[config.mk]
export PLATFORM = sky130hd
export DESIGN_NAME = fir_top
export DESIGN_NICKNAME = d
export VERILOG_FILES = /design/src/fir_pkg.sv /design/src/tap_delay_line.sv /design/src/mac_tap.sv /design/src/adder_tree.sv /design/src/fir_top.sv
export SDC_FILE = /design/constraint.sdc
export NUM_CORES = 1
export LEC_CHECK = 0
export BUFFER_PORTS_ARGS = -buffer_cell sky130_fd_sc_hd__buf_2
export CAP_MARGIN = 20
export CORE_MARGIN = 10
export CORE_UTILIZATION = 64
export DETAILED_ROUTE_END_ITERATION = 12
export PLACE_DENSITY = 0.81
export SLEW_MARGIN = 25
export SYNTH_ARGS = -nofsm -noshare
export SYNTH_HDL_FRONTEND = slang
export SYNTH_SLANG_ARGS = --single-unit
[constraint.sdc]
create_clock -name clk -period 4.6 [get_ports clk]
set_clock_uncertainty 0.05 [all_clocks]
set_input_delay 0.92 -clock clk [delete_from_list [all_inputs] [get_ports clk]]
set_output_delay 0.92 -clock clk [all_outputs]
set_load 0.05 [all_outputs]
[src/fir_pkg.sv]
package fir_pkg;

  // input sample width, unsigned
  localparam int sample_w = 8;

  // filter length and mirrored pair count
  localparam int taps  = 16;
  localparam int pairs = taps / 2;

  // pair sum carries one extra bit for the add
  localparam int pair_w = sample_w + 1;

  // signed coefficient width
  localparam int coef_w = 8;

  // product and output widths, both signed
  localparam int prod_w = 17;
  localparam int out_w  = 20;

  // cycles through one multiply tap
  localparam int mac_lat = 1;

  // accepted en edge to valid
  localparam int fir_lat = 4;

  // symmetric low-pass coefficients
  // pair k combines sample ages k and taps-1-k
  localparam logic signed [coef_w-1:0] coef_table [pairs] = '{
    -8'sd1,
    -8'sd1,
    8'sd2,
    8'sd3,
    -8'sd6,
    -8'sd9,
    8'sd19,
    8'sd56
  };

  // datapath payload types
  typedef logic [sample_w-1:0]      sample_t;
  typedef logic [pair_w-1:0]        pair_sum_t;
  typedef logic signed [prod_w-1:0] product_t;
  typedef logic signed [out_w-1:0]  yout_t;

endpackage

[src/tap_delay_line.sv]
module tap_delay_line (
  input  logic                clk,
  input  logic                rstn,
  input  logic                en,
  input  fir_pkg::sample_t    xin,
  output fir_pkg::pair_sum_t  pair_sum [fir_pkg::pairs],
  output logic                pre_valid
);

  import fir_pkg::*;

  // sample history, index is the sample age
  // entry 0 holds the newest sample
  sample_t hist [taps];

  // en delayed by one cycle
  // marks a freshly shifted history
  logic en_d;

  // shift register of the last taps samples
  always_ff @(posedge clk or negedge rstn) begin
    if (!rstn) begin
      for (int i = 0; i < taps; i++) begin
        hist[i] <= '0;
      end
    end else if (en) begin
      // newest sample enters at age 0
      hist[0] <= xin;
      for (int i = 1; i < taps; i++) begin
        hist[i] <= hist[i-1];
      end
    end
  end

  // first valid stage
  always_ff @(posedge clk or negedge rstn) begin
    if (!rstn) begin
      en_d <= 1'b0;
    end else begin
      en_d <= en;
    end
  end

  // mirrored pre-adders
  // one cycle after the shift, so the new sample is already in hist
  always_ff @(posedge clk) begin
    if (en_d) begin
      for (int k = 0; k < pairs; k++) begin
        // zero-extend both ages before the add, no wrap
        pair_sum[k] <= pair_w'(hist[k]) + pair_w'(hist[taps-1-k]);
      end
    end
  end

  // pair sums qualified one cycle after the shift
  always_ff @(posedge clk or negedge rstn) begin
    if (!rstn) begin
      pre_valid <= 1'b0;
    end else begin
      // single-cycle pulse per accepted sample
      pre_valid <= en_d;
    end
  end

endmodule

[src/mac_tap.sv]
module mac_tap #(
  parameter int tap_idx = 0
) (
  input  logic                clk,
  input  logic                rstn,
  input  logic                ce,
  input  fir_pkg::pair_sum_t  pair_sum,
  output fir_pkg::product_t   product
);

  import fir_pkg::*;

  // this tap's fixed coefficient
  logic signed [coef_w-1:0] coef;

  // operands widened to the product width
  logic signed [prod_w-1:0] pair_ext;
  logic signed [prod_w-1:0] coef_ext;

  assign coef = coef_table[tap_idx];

  // pair sum is unsigned, so zero-extend
  assign pair_ext = {{(prod_w-pair_w){1'b0}}, pair_sum};

  // coefficient is signed, so sign-extend
  assign coef_ext = {{(prod_w-coef_w){coef[coef_w-1]}}, coef};

  // registered multiply
  // largest magnitude is 56 * 510, well inside prod_w
  always_ff @(posedge clk or negedge rstn) begin
    if (!rstn) begin
      product <= '0;
    end else if (ce) begin
      product <= pair_ext * coef_ext;
    end
  end

endmodule

[src/adder_tree.sv]
module adder_tree (
  input  logic               clk,
  input  logic               rstn,
  input  logic               pre_valid,
  input  fir_pkg::product_t  product [fir_pkg::pairs],
  output logic               valid,
  output fir_pkg::yout_t     yout
);

  import fir_pkg::*;

  // valid pipeline, one bit per registered stage
  // bit mac_lat-1 qualifies the products
  // next bit the half sums, last bit yout
  logic [fir_lat-2:0] vld_pipe;

  // combinational half sums
  yout_t lo_sum;
  yout_t hi_sum;

  // registered half sums
  yout_t lo_sum_q;
  yout_t hi_sum_q;

  // valid shift register
  always_ff @(posedge clk or negedge rstn) begin
    if (!rstn) begin
      vld_pipe <= '0;
    end else begin
      vld_pipe <= {vld_pipe[fir_lat-3:0], pre_valid};
    end
  end

  // sum of the low and high product halves
  // each product sign-extended to the output width
  always_comb begin
    lo_sum = '0;
    hi_sum = '0;
    for (int i = 0; i < pairs / 2; i++) begin
      lo_sum = lo_sum + yout_t'(product[i]);
      hi_sum = hi_sum + yout_t'(product[i + pairs / 2]);
    end
  end

  // first stage, enabled by the product valid bit
  always_ff @(posedge clk or negedge rstn) begin
    if (!rstn) begin
      lo_sum_q <= '0;
      hi_sum_q <= '0;
    end else if (vld_pipe[mac_lat-1]) begin
      lo_sum_q <= lo_sum;
      hi_sum_q <= hi_sum;
    end
  end

  // final stage
  // yout holds between valid pulses
  always_ff @(posedge clk or negedge rstn) begin
    if (!rstn) begin
      yout <= '0;
    end else if (vld_pipe[mac_lat]) begin
      yout <= lo_sum_q + hi_sum_q;
    end
  end

  // last pipeline bit lines up with yout
  assign valid = vld_pipe[fir_lat-2];

endmodule

[src/fir_top.sv]
module fir_top (
  input  logic              clk,
  input  logic              rstn,
  input  logic              en,
  input  fir_pkg::sample_t  xin,
  output logic              valid,
  output fir_pkg::yout_t    yout
);

  import fir_pkg::*;

  // mirrored pair sums from the delay line
  pair_sum_t pair_sum [pairs];

  // pair sums valid, one pulse per sample
  logic pre_valid;

  // one product per pair
  product_t product [pairs];

  // history and pre-adders
  tap_delay_line tap_delay_line_inst (
    .clk       (clk),
    .rstn      (rstn),
    .en        (en),
    .xin       (xin),
    .pair_sum  (pair_sum),
    .pre_valid (pre_valid)
  );

  // eight multiply taps
  // all share pre_valid as clock enable
  for (genvar k = 0; k < pairs; k++) begin : gen_tap
    mac_tap #(
      .tap_idx (k)
    ) mac_tap_inst (
      .clk      (clk),
      .rstn     (rstn),
      .ce       (pre_valid),
      .pair_sum (pair_sum[k]),
      .product  (product[k])
    );
  end

  // two-stage sum and output valid
  // pre_valid delayed inside by mac_lat
  adder_tree adder_tree_inst (
    .clk       (clk),
    .rstn      (rstn),
    .pre_valid (pre_valid),
    .product   (product),
    .valid     (valid),
    .yout      (yout)
  );

endmodule

### Yosys cells after proc, flatten, opt, wreduce, memory -nomap -nowiden

Cells that the tools add are included.

| word-level totals | value |
|---|---|
| logic and storage cells | 60 |
| register bits | 373 |
| output and inout bits | 21 |
| input bits | 11 |

| operators by class | value |
|---|---|
| add/subtract/negate cells | 17 |
| $mul | 5 |

Operator list:

| operator | number |
|---|---|
| 8-bit by 8-bit adder with 9-bit output | 8 |
| 9-bit negation with 17-bit output | 2 |
| 20-bit by 11-bit adder with 20-bit output | 1 |
| 20-bit by 12-bit adder with 20-bit output | 1 |
| 20-bit adder | 1 |
| 17-bit by 16-bit adder with 18-bit output | 1 |
| 17-bit by 17-bit adder with 18-bit output | 1 |
| 16-bit by 15-bit adder with 17-bit output | 1 |
| 14-bit by 15-bit adder with 16-bit output | 1 |
| 10-bit by 5-bit multiplier with 15-bit output, second input constant | 1 |
| 9-bit by 5-bit multiplier with 14-bit output, second input constant | 1 |
| 10-bit by 3-bit multiplier with 13-bit output, second input constant | 1 |
| 9-bit by 3-bit multiplier with 12-bit output, second input constant | 1 |
| 9-bit by 2-bit multiplier with 11-bit output, second input constant | 1 |

### Depth between registers and ports, before layout

| logic depth | value |
|---|---|
| depth in word-level cells | 3 |
| depth in mapped cells | 16 |

### By module

Synthesis repeated with hierarchy kept, for this count alone.

| second synthesis, totals | value |
|---|---|
| cells, all modules | 2,248 |
| area, all modules | 24,825.1 um^2 |

Modules (own cells, without submodules):

| module | times used | area an instance (um^2) | cells each |
|---|---|---|---|
| tap_delay_line | 1 | 9,464.1 | 661 |
| adder_tree | 1 | 6,989.2 | 770 |
| mac_tap (gen_tap[5].mac_tap_inst) | 1 | 1,854.3 | 193 |
| mac_tap (gen_tap[0].mac_tap_inst ...) | 2 | 799.5 | 70 |
| mac_tap (gen_tap[6].mac_tap_inst) | 1 | 1,405.1 | 153 |
| mac_tap (gen_tap[7].mac_tap_inst) | 1 | 1,129.8 | 106 |
| mac_tap (gen_tap[4].mac_tap_inst) | 1 | 1,043.5 | 105 |
| mac_tap (gen_tap[3].mac_tap_inst) | 1 | 904.6 | 92 |
| mac_tap (gen_tap[2].mac_tap_inst) | 1 | 435.4 | 28 |

### Least setup slack after synthesis

No wires, ideal clock.

| timing path | value |
|---|---|
| path type | reg2reg |
| start point | register gen_tap[1].mac_tap_inst.product[0] |
| end point | register adder_tree_inst.lo_sum_q[17] |
| path buffers | 0 |
| cell stages (with the launch flop) | 16 |
| required time | 4.421 ns |
| setup slack | 0.744 ns |
| library setup time | 0.129 ns |
| arrival time | 3.678 ns |
| period minus slack after synthesis | 3.856 ns |
| cells stage by stage | dfrtp_1 -> ha_1 -> fa_1 -> a211oi_1 -> o21ai_2 -> a31o_2 -> a21oi_1 -> xnor2_1 -> ha_1 -> ha_1 -> and2_1 -> a22o_1 -> a311oi_1 -> nor2b_1 -> a41oi_1 -> mux2i_1 |

| between the ends | value |
|---|---|
| word-level cells in the longest chain between the ends | 3 |

RTL lines:

| item | RTL line | text |
|---|---|---|
| start: declaration | mac_tap.sv:8 | `output fir_pkg::product_t product` |
| start signal: assignment | mac_tap.sv:34 | `product <= pair_ext * coef_ext;` |
| 17-bit by 17-bit adder with 18-bit output | adder_tree.sv:40 | `lo_sum = lo_sum + yout_t'(product[i]);` |
| 20-bit by 11-bit adder with 20-bit output | adder_tree.sv:40 |  |
| 20-bit by 12-bit adder with 20-bit output | adder_tree.sv:40 |  |
| end signal: assignment | adder_tree.sv:51 | `lo_sum_q <= lo_sum;` |
| end: declaration | adder_tree.sv:22 | `yout_t lo_sum_q;` |

No other way between the ends.
A chain may end at the register's enable or synchronous reset.

### Worst setup path after layout

Same ends and word-level chain as after synthesis.

==> results.json <==
{
  "endpoint_kind": "flop",
  "io_pins": 32,
  "ys.flop_type": "dfrtp_1",
  "fp.dieH_um": 208,
  "rsz0062_at_grt": "no",
  "firstDrtPassIters": 5,
  "period_share_pct": 92.2,
  "setup_total_negative_slack_ps": 0,
  "grt-ovfl-total": 0,
  "vias": 14400,
  "cts.reportedPaths.clkPinSlew_ps": 70,
  "die_w_um": 208,
  "cts.sinks": 371,
  "cp_top_family": "compound AO/OA/AOI/OAI gates",
  "insertion_delay_ps": 550,
  "netlist_instances": 1946,
  "clockBufferDepth": 3,
  "final_nets": 2304,
  "wl_per_cell_um": 18.5,
  "cp_max_fo": 4,
  "vias_per_cell": 5.83,
  "cts_tree": "built",
  "totalWireLength_mm": 45.7,
  "grt.total_usage_pct": 21.3,
  "grt_pass1_vias": 15100,
  "die_area_mm2": 0.0431,
  "cts_resized": 0,
  "yosysTopAreaCellShare_pct": 33.2,
  "fillers": 2326,
  "setup_violations": 0,
  "synth_edf_count": 72,
  "core_area_mm2": 0.0346,
  "criticalPathCategory": "flop to flop",
  "cpPeakStageDelay_ps": 440,
  "ys_types": 70,
  "antenna_found_initial": 0,
  "critPathRequiredTime_ps": 4970,
  "drive_gt1_share_pct": 17.0,
  "synth.area.top_cells": "dfrtp_1 33%, ha_1 13%, mux2_2 11%, edfxtp_1 9.6%, fa_1 6.9%",
  "dp_hpwl_mm": 33.5,
  "root_buffer": "clkbuf_16",
  "start_util_pct": 65.0,
  "maxCapViolations": 0,
  "cp_cell_sequence": "ha_1, fa_1, a211oi_1, o21ai_2, a31o_2, a21oi_1, xnor2_1, ha_1, ha_1, and2_1, a22o_1, a311oi_1, nor2b_1, a41oi_1, mux2i_1",
  "max_freq_mhz": 236,
  "num_rows": 68,
  "hold_path_class": "primary input to async pin",
  "syn_avg_cell_area_um2": 11.6,
  "tightest_slew_ps": 972,
  "slew_headroom_pct": 35.2,
  "syn_to_final_growth_pct": 8.50,
  "status": "complete, no violations",
  "io_buffers": 31,
  "syn-num-nets": 2270,
  "drt-initial-drc-count": 825,
  "drc": 0,
  "gp_congestion": 0.878,
  "synthArstFlopShare_pct": 80.6,
  "grt_max_degree": 97,
  "h-tree-depth": 2,
  "grt_pass1_wl_mm": 76.8,
  "ys_seq_area_share_pct": 42.8,
  "synth-seq-cells": 371,
  "synth_top_cell_by_area": "dfrtp_1",
  "netlist_area_mm2": 0.0225,
  "final_hold_viol_count": 0,
  "cts_buffers": 39,
  "cts_hold_buffers": 0,
  "num_antenna_cells": 0,
  "path_buf_inv": 0,
  "cp_slowest_cell": "fa_1",
  "fin_crit_ps": 4240,
  "crit_path_start_kind": "flop",
  "cts_setup_buffers": 0,
  "arrival_ps": 4610,
  "yosys_warnings": 0,
  "finalMaxSlewViolations": 0,
  "cp_common_cell": "ha_1",
  "antenna_left": 0
}
synth_stat cells, types with 3 or more instances:
library cell / instances
a2111oi_0: 4
a211oi_1: 7
a21boi_0: 6
a21o_1: 55
a21oi_1: 110
a311oi_1: 3
a31o_2: 6
a31oi_1: 8
and2_1: 4
and3_1: 5
buf_1: 8
clkbuf_1: 37
dfrtp_1: 299
edfxtp_1: 72
fa_1: 78
ha_1: 235
inv_1: 233
mux2_2: 213
mux2i_1: 4
nand2_1: 63
nand2b_1: 11
nand3_1: 13
nand3b_1: 6
nand4_1: 5
nor2_1: 55
nor2b_1: 16
nor3_1: 22
nor4_1: 7
o2111ai_1: 3
o211ai_1: 9
o21a_1: 11
o21ai_0: 98
o21ai_1: 7
o21bai_1: 32
o22ai_1: 5
o31ai_1: 7
or2_2: 4
or3_1: 14
xnor2_1: 102
xor2_1: 33
sequential cells by signal, summed over array words and instances, names as in the netlist:
name and cells:
adder_tree_inst.vld_pipe 3, tap_delay_line_inst.pre_valid 1, tap_delay_line_inst.en_d 1, tap_delay_line_inst.pair_sum 72, gen_tap.mac_tap_inst.product 108, adder_tree_inst.lo_sum_q 20, adder_tree_inst.hi_sum_q 18, tap_delay_line_inst.hist 128
adder_tree_inst.yout 20
layout make-up:
type	instances	area [um^2]	share of cell area, %
Clock buffer	54	1090	4.47
Clock inverter	18	155	0.635
Inverter	233	875	3.58
Multi-Input combinational cell	1297	11800	48.4
Sequential cell	371	9650	39.5
Tap cell	455	569	2.33
Timing Repair Buffer	38	258	1.05
cell families (layout without fill, tap and decap cells):
group	count (synthesis)	count (layout)	synth area share, %
and+or+nand+nor	237	237	5.28
xor gates and xnor gates	135	135	5.25
muxes	218	218	10.9
AOI/OAI and AO/OA	394	394	11.1
DFF	371	371	42.8
adders and majority gates	313	313	20.0
buffers and inverters	278	343	4.63
per-stage QoR:
step | area (um^2) | setup slack [ps] | hold slack [ps] | instances | utilization (%)
3_5_place_dp | 23200 | 393 | 415 | 2394 | 66.9
5_1_grt | 24400 | 58.1 | 429 | 2466 | 70.6
3_3_place_gp | 23200 | 510 | 409 | 2394 | 66.9
2_1_floorplan | 22500 | 744 | 302 | 1946 | -
6_report | 24400 | 361 | 373 | 2466 | 70.6
4_1_cts | 24400 | 379 | 392 | 2466 | 70.6
layout by cell type, fill, tap and decap left out, types with 14 or more instances in the layout:
cell type    n
nor2b_1     16
dfrtp_1    295
edfxtp_1    72
nor3_1      22
inv_1      233
or3_1       14
a21oi_1    110
a21o_1      55
xor2_1      33
nand2_1     63
o21bai_1    32
clkbuf_16   39
o21ai_0     98
xnor2_1    102
ha_1       235
buf_2       29
fa_1        78
nor2_1      55
mux2_2     213
final timing paths:
kind,start,endpoint,slack (ps),cells past startpoint
worst max register to register,gen_tap[1].mac_tap_inst.product[0]$_DFFE_PN0P_,adder_tree_inst.lo_sum_q[17]$_DFFE_PN0P_,360,15
max in group asynchronous,rstn,tap_delay_line_inst.hist[60]$_DFFE_PN0P_,3150,2
worst min-delay path,rstn,gen_tap[4].mac_tap_inst.product[5]$_DFFE_PN0P_,370,1
worst max-delay path,gen_tap[1].mac_tap_inst.product[0]$_DFFE_PN0P_,adder_tree_inst.lo_sum_q[17]$_DFFE_PN0P_,360,15
min in group clk,tap_delay_line_inst.pair_sum[49]$_DFFE_PP_,gen_tap[2].mac_tap_inst.product[5]$_DFFE_PN0P_,440,1
worst min register to register,tap_delay_line_inst.pair_sum[49]$_DFFE_PP_,gen_tap[2].mac_tap_inst.product[5]$_DFFE_PN0P_,440,1
metal layers:
metal	wire length, um	share of wire, %	GRT usage, %	up-vias
met5	0	0	0	-
met4	904	2.0	5.14	0
met3	1980	4.3	2.80	66
met2	22900	50	37.0	298
met1	19900	44	27.6	7137
li1	-	-	-	6867
Power is left out: the tool's default activity adds up to more than one toggle a clock period on the data nets, which glitch-free logic cannot reach.
